<file path="config.mk">
export PLATFORM = sky130hd
export DESIGN_NAME = rv_reg_stage
export DESIGN_NICKNAME = d
export VERILOG_FILES = /design/src/rv_regs_pkg.sv /design/src/rv_dbg_access.sv /design/src/rv_opnd_bypass.sv /design/src/rv_reg_stage.sv /design/src/rv_regfile.sv /design/src/rv_src_decode.sv
export SDC_FILE = /design/constraint.sdc
export NUM_CORES = 1
export LEC_CHECK = 0
export BUFFER_PORTS_ARGS = -buffer_cell sky130_fd_sc_hd__clkbuf_2
export CORE_MARGIN = 2
export CORE_UTILIZATION = 65
export CTS_BUF_LIST = sky130_fd_sc_hd__clkbuf_8
export DETAILED_ROUTE_END_ITERATION = 6
export PLACE_DENSITY = 0.8
export SKIP_LAST_GASP = 1
export SLEW_MARGIN = 25
export SYNTH_ARGS = -nofsm -noshare
export SYNTH_HDL_FRONTEND = slang
export SYNTH_HIERARCHICAL = 1
export SYNTH_SLANG_ARGS = --single-unit
export TNS_END_PERCENT = 20
</file>
<file path="constraint.sdc">
create_clock -name clk_i -period 9 [get_ports clk_i]
set_clock_uncertainty 0.15 [all_clocks]
set_input_delay 0.9 -clock clk_i [delete_from_list [all_inputs] [get_ports clk_i]]
set_output_delay 0.9 -clock clk_i [all_outputs]
set_load 0.005 [all_outputs]
</file>
<file path="src/rv_regs_pkg.sv">
package rv_regs_pkg;

  ////////////////////////////////////////////////////////////////////////////
  // Widths
  ////////////////////////////////////////////////////////////////////////////

  // Integer register width
  localparam int unsigned XLEN   = 32;
  // General registers x0..x31
  localparam int unsigned NREGS  = 32;
  localparam int unsigned REG_AW = $clog2(NREGS);
  // Debug address space
  localparam int unsigned DBG_AW = 12;

  // GPR window base 0x1000, truncated to the 12-bit debug port
  // Window covers base up to base+31
  localparam logic [DBG_AW-1:0] DBG_GPR_BASE = DBG_AW'(32'h1000);

  // Major opcodes, instr[6:0]
  localparam logic [6:0] OPC_LUI    = 7'b0110111;
  localparam logic [6:0] OPC_AUIPC  = 7'b0010111;
  localparam logic [6:0] OPC_JAL    = 7'b1101111;
  localparam logic [6:0] OPC_JALR   = 7'b1100111;
  localparam logic [6:0] OPC_BRANCH = 7'b1100011;
  localparam logic [6:0] OPC_LOAD   = 7'b0000011;
  localparam logic [6:0] OPC_STORE  = 7'b0100011;
  localparam logic [6:0] OPC_OPIMM  = 7'b0010011;
  localparam logic [6:0] OPC_OP     = 7'b0110011;
  localparam logic [6:0] OPC_SYSTEM = 7'b1110011;

  ////////////////////////////////////////////////////////////////////////////
  // Types
  ////////////////////////////////////////////////////////////////////////////

  typedef logic [REG_AW-1:0] reg_idx_t;

  // Issued instruction, one strobe per instruction
  typedef struct packed {
    logic            valid;
    logic [31:0]     instr;
  } issue_req_t;

  // Decoded register numbers, unused ones are zero
  typedef struct packed {
    logic     valid;
    reg_idx_t rs1;
    reg_idx_t rs2;
    reg_idx_t rd;
  } src_req_t;

  // Writeback port
  typedef struct packed {
    logic            we;
    reg_idx_t        rd;
    logic [XLEN-1:0] data;
  } wb_req_t;

  // Debug unit request and response
  typedef struct packed {
    logic              valid;
    logic              we;
    logic [DBG_AW-1:0] addr;
    logic [XLEN-1:0]   data;
  } dbg_req_t;

  typedef struct packed {
    logic            valid;
    logic            err;
    logic [XLEN-1:0] data;
  } dbg_rsp_t;

  // Decoded debug command towards the register file
  typedef struct packed {
    logic            re;
    logic            we;
    reg_idx_t        idx;
    logic [XLEN-1:0] data;
  } rf_dbg_cmd_t;

  // Stage output to execute
  typedef struct packed {
    logic            valid;
    reg_idx_t        rd;
    logic [XLEN-1:0] rs1_val;
    logic [XLEN-1:0] rs2_val;
  } operand_t;

endpackage

</file>
<file path="src/rv_dbg_access.sv">
module rv_dbg_access (
  input  logic                              clk_i,
  input  logic                              rst_i,
  input  rv_regs_pkg::dbg_req_t             dbg_req_i,
  input  logic [rv_regs_pkg::XLEN-1:0]      rf_dat_i,
  output rv_regs_pkg::rf_dbg_cmd_t          rf_cmd_o,
  output rv_regs_pkg::dbg_rsp_t             dbg_rsp_o
);

  // Response tracking, one entry per stage
  typedef struct packed {
    logic valid;
    logic err;
    logic rd;
  } rsp_stage_t;

  logic       in_win;
  rsp_stage_t s1_q;
  rsp_stage_t s2_q;
  logic       wr_rsp;
  logic       rd_rsp;

  ////////////////////////////////////////////////////////////////////////////
  // Address decode
  ////////////////////////////////////////////////////////////////////////////

  // Upper bits select the 32-entry GPR window
  assign in_win = dbg_req_i.addr[rv_regs_pkg::DBG_AW-1:rv_regs_pkg::REG_AW] ==
                  rv_regs_pkg::DBG_GPR_BASE[rv_regs_pkg::DBG_AW-1:rv_regs_pkg::REG_AW];

  // Commands only for addresses inside the window
  assign rf_cmd_o.re   = dbg_req_i.valid & ~dbg_req_i.we & in_win;
  assign rf_cmd_o.we   = dbg_req_i.valid &  dbg_req_i.we & in_win;
  assign rf_cmd_o.idx  = dbg_req_i.addr[rv_regs_pkg::REG_AW-1:0];
  assign rf_cmd_o.data = dbg_req_i.data;

  ////////////////////////////////////////////////////////////////////////////
  // Response pipeline
  ////////////////////////////////////////////////////////////////////////////

  // Stage 1 lines up with the borrowed read address
  // Stage 2 lines up with the registered read data
  always_ff @(posedge clk_i)
  begin
    if (rst_i)
    begin
      s1_q <= '0;
      s2_q <= '0;
    end
    else
    begin
      s1_q.valid <= dbg_req_i.valid;
      s1_q.err   <= ~in_win;
      s1_q.rd    <= ~dbg_req_i.we;
      s2_q       <= s1_q;
    end
  end

  // Writes answer after one stage, reads after two
  assign wr_rsp = s1_q.valid & ~s1_q.rd;
  assign rd_rsp = s2_q.valid &  s2_q.rd;

  assign dbg_rsp_o.valid = wr_rsp | rd_rsp;
  assign dbg_rsp_o.err   = wr_rsp ? s1_q.err : (rd_rsp & s2_q.err);
  // No data on writes or rejected reads
  assign dbg_rsp_o.data  = (rd_rsp & ~s2_q.err) ? rf_dat_i : '0;

  // One read in flight at a time
  a_no_req_in_read : assert property (
    @(posedge clk_i) disable iff (rst_i) (s1_q.valid && s1_q.rd) |-> !dbg_req_i.valid
  );

endmodule

</file>
<file path="src/rv_opnd_bypass.sv">
module rv_opnd_bypass (
  input  logic                              clk_i,
  input  logic                              rst_i,
  input  logic                              stall_i,
  input  rv_regs_pkg::src_req_t             rd_src_i,
  input  logic [rv_regs_pkg::XLEN-1:0]      rs1_data_i,
  input  logic [rv_regs_pkg::XLEN-1:0]      rs2_data_i,
  input  rv_regs_pkg::wb_req_t              wb_i,
  output rv_regs_pkg::operand_t             opnd_o
);

  // Forward hits, x0 never matches
  logic                         hit1;
  logic                         hit2;
  logic [rv_regs_pkg::XLEN-1:0] rs1_fwd;
  logic [rv_regs_pkg::XLEN-1:0] rs2_fwd;

  // Output register
  logic                         valid_q;
  rv_regs_pkg::reg_idx_t        rd_q;
  logic [rv_regs_pkg::XLEN-1:0] rs1_q;
  logic [rv_regs_pkg::XLEN-1:0] rs2_q;

  ////////////////////////////////////////////////////////////////////////////
  // Same-cycle forwarding
  ////////////////////////////////////////////////////////////////////////////

  assign hit1 = wb_i.we && (wb_i.rd != '0) && (wb_i.rd == rd_src_i.rs1);
  assign hit2 = wb_i.we && (wb_i.rd != '0) && (wb_i.rd == rd_src_i.rs2);

  assign rs1_fwd = hit1 ? wb_i.data : rs1_data_i;
  assign rs2_fwd = hit2 ? wb_i.data : rs2_data_i;

  // Valid under reset, payload follows it
  always_ff @(posedge clk_i)
  begin
    if (rst_i)
    begin
      valid_q <= 1'b0;
    end
    else if (!stall_i)
    begin
      valid_q <= rd_src_i.valid;
    end
  end

  always_ff @(posedge clk_i)
  begin
    if (!stall_i)
    begin
      rd_q  <= rd_src_i.rd;
      rs1_q <= rs1_fwd;
      rs2_q <= rs2_fwd;
    end
  end

  assign opnd_o.valid   = valid_q;
  assign opnd_o.rd      = rd_q;
  assign opnd_o.rs1_val = rs1_q;
  assign opnd_o.rs2_val = rs2_q;

  // Source x0 reaches execute as zero, register file read included
  a_rs1_x0_zero : assert property (
    @(posedge clk_i) disable iff (rst_i)
    (!stall_i && rd_src_i.valid && rd_src_i.rs1 == '0) |=> (opnd_o.rs1_val == '0)
  );

  a_rs2_x0_zero : assert property (
    @(posedge clk_i) disable iff (rst_i)
    (!stall_i && rd_src_i.valid && rd_src_i.rs2 == '0) |=> (opnd_o.rs2_val == '0)
  );

endmodule

</file>
<file path="src/rv_reg_stage.sv">
module rv_reg_stage (
  input  logic                    clk_i,
  input  logic                    rst_i,
  input  logic                    stall_i,
  // Issue and writeback
  input  rv_regs_pkg::issue_req_t issue_i,
  input  rv_regs_pkg::wb_req_t    wb_i,
  // Debug unit
  input  rv_regs_pkg::dbg_req_t   dbg_req_i,
  // To execute
  output rv_regs_pkg::operand_t   opnd_o,
  output rv_regs_pkg::dbg_rsp_t   dbg_rsp_o
);

  ////////////////////////////////////////////////////////////////////////////
  // Internal wires
  ////////////////////////////////////////////////////////////////////////////

  // Decoded register numbers
  rv_regs_pkg::src_req_t        src;
  // Held numbers and raw read data
  rv_regs_pkg::src_req_t        rd_src;
  logic [rv_regs_pkg::XLEN-1:0] rs1_data;
  logic [rv_regs_pkg::XLEN-1:0] rs2_data;
  // Debug path
  rv_regs_pkg::rf_dbg_cmd_t     dbg_cmd;
  logic [rv_regs_pkg::XLEN-1:0] dbg_data;

  // Input side, instruction fields
  rv_src_decode i_rv_src_decode (
    .clk_i   (clk_i),
    .rst_i   (rst_i),
    .stall_i (stall_i),
    .issue_i (issue_i),
    .src_o   (src)
  );

  // Input side, debug address window
  rv_dbg_access i_rv_dbg_access (
    .clk_i     (clk_i),
    .rst_i     (rst_i),
    .dbg_req_i (dbg_req_i),
    .rf_dat_i  (dbg_data),
    .rf_cmd_o  (dbg_cmd),
    .dbg_rsp_o (dbg_rsp_o)
  );

  // Register file
  rv_regfile i_rv_regfile (
    .clk_i      (clk_i),
    .rst_i      (rst_i),
    .stall_i    (stall_i),
    .src_i      (src),
    .wb_i       (wb_i),
    .dbg_cmd_i  (dbg_cmd),
    .rd_src_o   (rd_src),
    .rs1_data_o (rs1_data),
    .rs2_data_o (rs2_data),
    .dbg_data_o (dbg_data)
  );

  // Output side, forwarding and operand register
  rv_opnd_bypass i_rv_opnd_bypass (
    .clk_i      (clk_i),
    .rst_i      (rst_i),
    .stall_i    (stall_i),
    .rd_src_i   (rd_src),
    .rs1_data_i (rs1_data),
    .rs2_data_i (rs2_data),
    .wb_i       (wb_i),
    .opnd_o     (opnd_o)
  );

endmodule

</file>
<file path="src/rv_regfile.sv">
module rv_regfile (
  input  logic                              clk_i,
  input  logic                              rst_i,
  input  logic                              stall_i,
  input  rv_regs_pkg::src_req_t             src_i,
  input  rv_regs_pkg::wb_req_t              wb_i,
  input  rv_regs_pkg::rf_dbg_cmd_t          dbg_cmd_i,
  output rv_regs_pkg::src_req_t             rd_src_o,
  output logic [rv_regs_pkg::XLEN-1:0]      rs1_data_o,
  output logic [rv_regs_pkg::XLEN-1:0]      rs2_data_o,
  output logic [rv_regs_pkg::XLEN-1:0]      dbg_data_o
);

  ////////////////////////////////////////////////////////////////////////////
  // Storage and read address registers
  ////////////////////////////////////////////////////////////////////////////

  // General registers, x0 entry never written
  logic [rv_regs_pkg::XLEN-1:0] rf_q [rv_regs_pkg::NREGS];

  // Held source numbers
  rv_regs_pkg::src_req_t        src_q;

  // Combinational read data
  logic [rv_regs_pkg::XLEN-1:0] rd1;
  logic [rv_regs_pkg::XLEN-1:0] rd2;

  // Debug read in flight, one cycle behind the address
  logic                         dbg_re_q;
  logic [rv_regs_pkg::XLEN-1:0] dbg_data_q;

  // Addresses hold while stalled
  // Debug read takes over rs1 for one cycle
  always_ff @(posedge clk_i)
  begin
    if (rst_i)
    begin
      src_q <= '0;
    end
    else
    begin
      if (!stall_i)
      begin
        src_q <= src_i;
      end
      if (dbg_cmd_i.re)
      begin
        src_q.rs1 <= dbg_cmd_i.idx;
      end
    end
  end

  ////////////////////////////////////////////////////////////////////////////
  // Read ports
  ////////////////////////////////////////////////////////////////////////////

  // Asynchronous from the held address, so stall-time writes show up
  // x0 always zero
  assign rd1 = (src_q.rs1 == '0) ? '0 : rf_q[src_q.rs1];
  assign rd2 = (src_q.rs2 == '0) ? '0 : rf_q[src_q.rs2];

  assign rd_src_o   = src_q;
  assign rs1_data_o = rd1;
  assign rs2_data_o = rd2;

  // Debug read data, captured from the borrowed rs1
  always_ff @(posedge clk_i)
  begin
    if (rst_i)
    begin
      dbg_re_q <= 1'b0;
    end
    else
    begin
      dbg_re_q <= dbg_cmd_i.re;
    end
  end

  always_ff @(posedge clk_i)
  begin
    if (dbg_re_q)
    begin
      dbg_data_q <= rd1;
    end
  end

  assign dbg_data_o = dbg_data_q;

  ////////////////////////////////////////////////////////////////////////////
  // Write port
  ////////////////////////////////////////////////////////////////////////////

  // Debug wins over writeback, x0 writes dropped
  always_ff @(posedge clk_i)
  begin
    if (dbg_cmd_i.we)
    begin
      if (dbg_cmd_i.idx != '0)
      begin
        rf_q[dbg_cmd_i.idx] <= dbg_cmd_i.data;
      end
    end
    else if (wb_i.we && (wb_i.rd != '0))
    begin
      rf_q[wb_i.rd] <= wb_i.data;
    end
  end

  // Debug unit may only borrow rs1 when the pipeline is held
  a_dbg_read_in_stall : assert property (
    @(posedge clk_i) disable iff (rst_i) dbg_cmd_i.re |-> stall_i
  );

endmodule

</file>
<file path="src/rv_src_decode.sv">
module rv_src_decode (
  input  logic                   clk_i,
  input  logic                   rst_i,
  input  logic                   stall_i,
  input  rv_regs_pkg::issue_req_t issue_i,
  output rv_regs_pkg::src_req_t   src_o
);

  // Raw instruction fields
  logic [6:0]            opcode;
  rv_regs_pkg::reg_idx_t fld_rs1;
  rv_regs_pkg::reg_idx_t fld_rs2;
  rv_regs_pkg::reg_idx_t fld_rd;

  // Per-format field usage
  logic use_rs1;
  logic use_rs2;
  logic use_rd;

  assign opcode  = issue_i.instr[6:0];
  assign fld_rd  = issue_i.instr[11:7];
  assign fld_rs1 = issue_i.instr[19:15];
  assign fld_rs2 = issue_i.instr[24:20];

  ////////////////////////////////////////////////////////////////////////////
  // Format select
  ////////////////////////////////////////////////////////////////////////////

  always_comb
  begin
    use_rs1 = 1'b0;
    use_rs2 = 1'b0;
    use_rd  = 1'b0;
    case (opcode)
      // U and J formats, destination only
      rv_regs_pkg::OPC_LUI,
      rv_regs_pkg::OPC_AUIPC,
      rv_regs_pkg::OPC_JAL:
      begin
        use_rd = 1'b1;
      end
      // I formats, no rs2
      rv_regs_pkg::OPC_JALR,
      rv_regs_pkg::OPC_LOAD,
      rv_regs_pkg::OPC_OPIMM,
      rv_regs_pkg::OPC_SYSTEM:
      begin
        use_rs1 = 1'b1;
        use_rd  = 1'b1;
      end
      // S and B formats, no destination
      rv_regs_pkg::OPC_STORE,
      rv_regs_pkg::OPC_BRANCH:
      begin
        use_rs1 = 1'b1;
        use_rs2 = 1'b1;
      end
      // R format
      rv_regs_pkg::OPC_OP:
      begin
        use_rs1 = 1'b1;
        use_rs2 = 1'b1;
        use_rd  = 1'b1;
      end
      // Unknown opcode keeps all numbers at x0
      default:
      begin
        use_rs1 = 1'b0;
      end
    endcase
  end

  // Unused numbers forced to x0
  assign src_o.valid = issue_i.valid;
  assign src_o.rs1   = use_rs1 ? fld_rs1 : '0;
  assign src_o.rs2   = use_rs2 ? fld_rs2 : '0;
  assign src_o.rd    = use_rd  ? fld_rd  : '0;

  // Issue only while the pipeline is running
  a_no_issue_in_stall : assert property (
    @(posedge clk_i) disable iff (rst_i) stall_i |-> !issue_i.valid
  );

endmodule
</file>
==> results of run 1 <==
[per-layer routing]
metal,share of wire [%],vias up,global-route usage [%]
met5,0.0076,-,0.170
met4,5.6,2,18.6
met3,16,614,13.2
met2,45,3025,56.0
met1,33,16582,48.9
li1,-,12432,-
[state kept, by name, indices dropped and copies added, names as in the netlist, named ones only]
signal,cells
i_rv_regfile/rd_src_o,16
i_rv_opnd_bypass/rs2_q,32
i_rv_opnd_bypass/rs1_q,32
i_rv_regfile/dbg_data_o,32
i_rv_regfile/dbg_re_q,1
i_rv_opnd_bypass/rd_q,5
i_rv_regfile/rf_q,1024
i_rv_dbg_access/s2_q,3
i_rv_opnd_bypass/valid_q,1
i_rv_dbg_access/s1_q,3
[cell type report]
class / count / share of cell area (%)
Sequential cell: 1159 / 58.3
Multi-Input combinational cell: 1400 / 31.0
Inverter: 9 / 0.0634
Antenna cell: 6 / 0.0254
Tap cell: 1070 / 2.26
Clock buffer: 186 / 4.33
Clock inverter: 139 / 1.18
Timing Repair Buffer: 289 / 2.86
[stage by stage]
step | worst slack, ns | cell area (sq um) | instances | hold slack (ns)
final | 4.38 | 59200 | 4258 | 0.0885
after global routing | 4.40 | 59200 | 4253 | 0.0771
after detailed placement | 3.45 | 55900 | 3927 | 0.273
after CTS | 4.28 | 59100 | 4252 | 0.0373
after floorplan | 3.54 | 53900 | 2823 | 0.258
after global placement | 3.28 | 55800 | 3927 | 0.266
[logic make-up (layout without fill, tap and decap cells)]
| logic type | count (synthesis) | in the layout | share of synthesized area (%) |
|---|---|---|---|
| multiplexers | 819 | 819 | 26.3 |
| XOR/XNOR | 10 | 10 | 0.163 |
| buffers and inverters | 264 | 623 | 2.59 |
| other | 1 | 38 | 0.00698 |
| AND/OR/NAND/NOR | 203 | 203 | 2.00 |
| flip-flops | 1159 | 1159 | 64.1 |
| AO/OA/AOI/OAI | 336 | 336 | 4.82 |
[final timing paths]
check,cells after the start,endpoint,start,slack (ns)
worst min register to register,0,i_rv_opnd_bypass/rd_q[4]$_DFFE_PN_,i_rv_regfile/rd_src_o[4]$_SDFFE_PP0N_,0.29
worst max register to register,6,i_rv_opnd_bypass/rs2_q[4]$_DFFE_PN_,flop,4.56
worst max-delay path,9,i_rv_regfile/rf_q[23][11]$_DFFE_PP_,dbg_req_i[39],4.38
worst min-delay path,2,i_rv_dbg_access/s1_q[0]$_SDFF_PP0_,dbg_req_i[44],0.09
[worst max-delay path, stage by stage]
cell and delay [ns]:
clkbuf_2 0.08, or4_4 0.55, nor3_2 0.62, nor2b_1 0.30
o21ai_4 0.39, buf_4 0.60, a32oi_1 0.44, nor3_2 0.28
buf_4 0.67
[layout by cell type (no fill, tap or decap), types with 45 or more instances in the layout]
cell	instances
edfxtp_1	1125
mux4_2	448
mux2i_1	274
clkbuf_2	213
clkbuf_8	186
buf_4	71
inv_1	70
a22oi_1	67
a31oi_1	66
a221o_1	64
mux2_4	60
a221oi_1	46
o21ai_0	46
nand2_1	45
[power breakdown]
| part | internal (mW) | leakage, nW | switching, mW | total (mW) |
|---|---|---|---|---|
| sequential | 6.07 | 10.6 | 0.0458 | 6.11 |
| clock | 1.98 | 1.91 | 2.04 | 4.03 |
| combinational | 0.173 | 6.36 | 0.319 | 0.492 |
==> metrics, run 1 <==
outcome=complete, no violations; Synth top area share=62.8%; WL/cell=37.0 um; largest net degree at the start of global routing=~130; final setup fails=0; CTS H-tree lvls=4; Post-Route WL=between 150000 and 200000 um; cts bufs inserted=179; worst endpoint data arrival time=4.92 ns; Setup crit end kind=flop; global-route wire length before repair=approximately 220000 um; register area=0.0345 sq mm; chip width=~290 um; Worst EP required=9.29 ns; Post-Synthesis Cells=2792; clock root buffer=clkbuf_8; synthesis-to-layout area growth=10.1%; total I/O pin count=224; LEAKAGE=18.9 nW; Warnings, synthesis=6; GRT overflow=0; crit path kind=in2reg; Setup TNS=0 ns; actual slew at the worst max-slew pin=1.19 ns; headroom to the max-slew limit=20.9%; antenna-violating nets left=0; Final Power=10.6 mW; post-synthesis sequential element count=1159; Remaining DRCs=0; vias per cell=between 7 and 8; RSZ-0062 raised after global routing=false; Final nets=approximately 3.2k; period utilization=51.4%; vias in the first global route=about 33k; crit path max fanout=32; Max Buffers Root-to-Sink=3; sequential area share after synthesis=about 64%; DR pass1 iterations=6; synthesized area per cell=between 15 and 20 sq um; power density cells=180 mW/mm^2; FFs w/ async S/R, synth=0%; cell with the most instances after synthesis=edfxtp_1; post-DP HPWL=84700 um; Placer Congestion=0.884; post-layout util=72.2%; max_cap viols=0; synthesized area=between 0.05 and 0.06 sq mm; Die Height=around 290 um; full die area=0.0850 sq mm; placement row count=approximately 110; main flop type after synthesis=edfxtp_1; Max VDD drop=roughly 170 uV; dominant cell type by area after synthesis=edfxtp_1; area of the multi-input gates=roughly 0.018 sq mm; hold_buf cts=0; Max Freq=approximately 220 MHz; CTS tree=yes; Post-synth EDFFs=1125; clk sinks=about 1.2k; Worst-path clk slew=0.06 ns; Max Slew Vio Count=0; worst hold-check path type=in2reg; Port Buf Inserts=213; vias=32.7k; Final min period=4.62 ns; GRT Total Usage=37.2%; critical path startpoint category=input port; initial antenna violation count=4; Cell variety after synth=50; Skew-Pair Late Insertion Delay=approximately 0.85 ns; CTS resizes=0; initial DRC count=5212; Fillers=4647; Core ar.=0.0820 sq mm; commonest cells in the netlist=edfxtp_1 (1125), mux4_2 (448), mux2i_1 (274); post-CTS setup buffer count=0; share of layout cells above drive strength 1=between 30% and 40%; Synth area leaders=edfxtp_1 (63%), mux4_2 (19%), mux2i_1 (5.1%), mux2_4 (1.7%), dfxtp_1 (1.3%); Final Hold Viols=0; Initial Util=65.6%
No activity file was read; power rests on OpenSTA's default activity.
==> run 2: changes to the inputs <==
--- a/config.mk
+++ b/config.mk
@@ -7,10 +7,10 @@
 export LEC_CHECK = 0
 export BUFFER_PORTS_ARGS = -buffer_cell sky130_fd_sc_hd__clkbuf_2
 export CORE_MARGIN = 2
-export CORE_UTILIZATION = 65
+export CORE_UTILIZATION = 64
 export CTS_BUF_LIST = sky130_fd_sc_hd__clkbuf_8
 export DETAILED_ROUTE_END_ITERATION = 6
-export PLACE_DENSITY = 0.8
+export PLACE_DENSITY = 0.79
 export SKIP_LAST_GASP = 1
 export SLEW_MARGIN = 25
 export SYNTH_ARGS = -nofsm -noshare
==> constraint.sdc (replaced) <==
create_clock -name clk_i -period 4.3 [get_ports clk_i]
set_clock_uncertainty 0.15 [all_clocks]
set_input_delay 0.43 -clock clk_i [delete_from_list [all_inputs] [get_ports clk_i]]
set_output_delay 0.43 -clock clk_i [all_outputs]
set_load 0.005 [all_outputs]
==> run 2 against run 1 <==
- largest power group unchanged
- cell area rose by 2.6%
- clock power rose by 110%
- critical endpoint is now i_rv_regfile/rf_q[19][7]$_DFFE_PP_
- global-route usage fell by 0.96 points
- critical path type unchanged
- non-clock buffer count rose by 129
- first-iteration DRC count fell by 5.7%
- sequential share of layout area fell by 1.5 points
==> metrics, run 2 (synthesized netlist as in run 1, its figures left out) <==
outcome=complete, no violations (unchanged); LEAKAGE=19.5 nW (was 18.9 nW); Setup TNS=0 ns (unchanged); Final Power=22.4 mW (was 10.6 mW); max_cap viols=0 (unchanged); Max Buffers Root-to-Sink=3 (unchanged); Die Height=294 um (was 292 um); global-route wire length before repair=222000 um (was 223000 um); Internal=17.4 mW (was 8.22 mW); crit path max fanout=28 (was 32); Largest Register=i_rv_regfile/rf_q (unchanged); Switch Pwr=5.07 mW (was 2.41 mW); GRT Total Usage=36.3% (was 37.2%); Core ar.=0.0834 sq mm (was 0.0820 sq mm); Placer Congestion=0.888 (was 0.884); DR pass1 iterations=6 (unchanged); Register-to-Register Path Depth=7 (was 6); vias per cell=7.48 (was 7.67); placement row count=106 (was 105); clock root buffer=clkbuf_8 (unchanged); Skew-Pair Late Insertion Delay=0.86 ns (was 0.85 ns); actual slew at the worst max-slew pin=1.15 ns (was 1.19 ns); Worst-path clk slew=0.06 ns (about the same); cts bufs inserted=180 (was 179); area of the multi-input gates=0.0183 sq mm (about the same); power density cells=370 mW/mm^2 (was 180 mW/mm^2); total I/O pin count=224 (unchanged); crit path kind=in2reg (unchanged); Max VDD drop=338 uV (was 168 uV); RSZ-0062 raised after global routing=false (unchanged); register area=0.0345 sq mm (about the same); CTS tree=yes (unchanged); Gate power share=4.9% (was 4.6%); chip width=294 um (was 292 um); vias in the first global route=33.4k (was 33.1k); Max Slew Vio Count=0 (unchanged); Sw Ratio=22.6% (was 22.7%); dpl cells=3998 (was 3927); Max Freq=255 MHz; fin area=0.0607 sq mm (was 0.0592 sq mm); post-DP HPWL=90400 um (was 84700 um); antenna-violating nets left=0 (unchanged); max reg flops=1024 (unchanged); initial DRC count=4913 (was 5212); commonest non-fill, non-tap cell in the layout=edfxtp_1 (unchanged); initial antenna violation count=1 (was 4); GRT overflow=0 (unchanged); Final Hold Viols=0 (unchanged); full die area=0.0863 sq mm (was 0.0850 sq mm); post-layout util=72.8% (was 72.2%); Final min period=3.92 ns; critical path startpoint category=input port (unchanged); Clock Power Share=38.2% (was 37.9%); fin cells=4394 (was 4258); Worst EP required=4.61 ns (was 9.29 ns); WL/cell=35.3 um (was 37.0 um); largest net degree at the start of global routing=79 (was 133); Reg power frac=57.0% (was 57.5%); Worst Hold Path Cells=5 (was 2); worst reg-to-reg setup slack=1.01 ns (was 4.56 ns); clk sinks=1159 (unchanged); Fillers=4741 (was 4647); Setup crit end kind=flop (unchanged); final setup fails=0 (unchanged); Placed Area=0.0568 sq mm (was 0.0559 sq mm); headroom to the max-slew limit=23.6% (was 20.9%); synthesis-to-layout area growth=13.0% (was 10.1%); worst hold-check path type=in2reg (unchanged); Initial Util=64.4% (was 65.6%); Hold Path Origin=issue_i[4] (was dbg_req_i[44]); Port Buf Inserts=213 (unchanged); reg-to-reg endpoint=i_rv_opnd_bypass/rs2_q[8]$_DFFE_PN_ (was i_rv_opnd_bypass/rs2_q[4]$_DFFE_PN_); Final nets=3288 (was 3158); commonest cells after routing, fill and taps aside=edfxtp_1 (1125), mux4_2 (448), mux2i_1 (274) (unchanged); Post-Route WL=155000 um (was 158000 um); Remaining DRCs=0 (unchanged); CTS H-tree lvls=4 (unchanged); worst endpoint data arrival time=4.24 ns (was 4.92 ns); vias=32.9k (was 32.7k); period utilization=between 90 and 100%; share of layout cells above drive strength 1=35.8% (was 35.7%)
-- run 2: cell count changes in the layout (fill, tap and decap cells not counted), sizes merged --
cell         change
dlygate4sd3     +68
buf             +61
inv             -13
clkinv          +10
diode            -5
clkinvlp         +4
bufinv           +3
clkbuf           -2
-- run 2: worst max path at each step --
stage,from,to,slack [ns],cells after the start
finish,dbg_req_i[40],i_rv_regfile/rf_q[19][7]$_DFFE_PP_,0.38,11
global route,dbg_req_i[40],i_rv_regfile/rf_q[23][2]$_DFFE_PP_,0.33,11
CTS,dbg_req_i[40],i_rv_regfile/rf_q[23][2]$_DFFE_PP_,0.54,11
detailed placement,dbg_req_i[39],i_rv_regfile/rf_q[23][6]$_DFFE_PP_,0.20,10
global placement,dbg_req_i[39],i_rv_regfile/rf_q[12][9]$_DFFE_PP_,0.16,10
floorplan,dbg_req_i[39],i_rv_regfile/rf_q[17][0]$_DFFE_PP_,-0.69,7
-- run 2: layout make-up --
| cell class | count | area share [%] |
|---|---|---|
| multi-input combinational | 1400 | 30.1 |
| clock buffer | 184 | 4.17 |
| sequential | 1159 | 56.8 |
| antenna | 1 | 0.00412 |
| tap | 1080 | 2.22 |
| timing repair buffer | 418 | 5.39 |
| inverter | 9 | 0.0618 |
| clock inverter | 143 | 1.23 |
-- run 2: what timing repair did --
item / in CTS / in global routing
hold endpoints to repair: 98 / 0
gates resized for setup: 0 / 0
hold buffers: 68 / 0
setup buffers: 0 / 0
-- run 2: metal layers --
metal	vias to the layer above	GRT usage [%]	share of wire, %
met2	2881	55.3	47
met3	551	10.1	14
met5	-	0	0
li1	12691	-	-
met1	16753	48.7	34
met4	0	18.5	5.4
-- run 2: power by group through the flow --
stage | clock network (mW) | logic (mW) | registers (mW)
final | 8.56 | 1.10 | 12.8
after global routing | 9.12 | 1.15 | 12.8
after CTS | 8.63 | 1.07 | 12.8
after detailed placement | 0 | 1.02 | 13.0
after global placement | 0 | 0.975 | 13.0
after floorplan | 0 | 0.617 | 13.0
-- run 2: through the flow --
step,hold WS (ns),setup slack [ns]
after floorplan,0.258,-0.695
after global placement,0.267,0.160
after detailed placement,0.270,0.205
after CTS,0.00802,0.538
after global routing,0.0742,0.327
final,0.0635,0.378
-- run 2: worst max-delay path, stage by stage --
cell,delay (ns)
dlygate4sd3_1,0.57
clkbuf_2,0.13
or4b_1,0.50
nor3_1,0.21
buf_4,0.21
nor2b_1,0.12
o21ai_4,0.12
buf_4,0.50
a32oi_1,0.53
nor3_2,0.32
buf_4,0.54
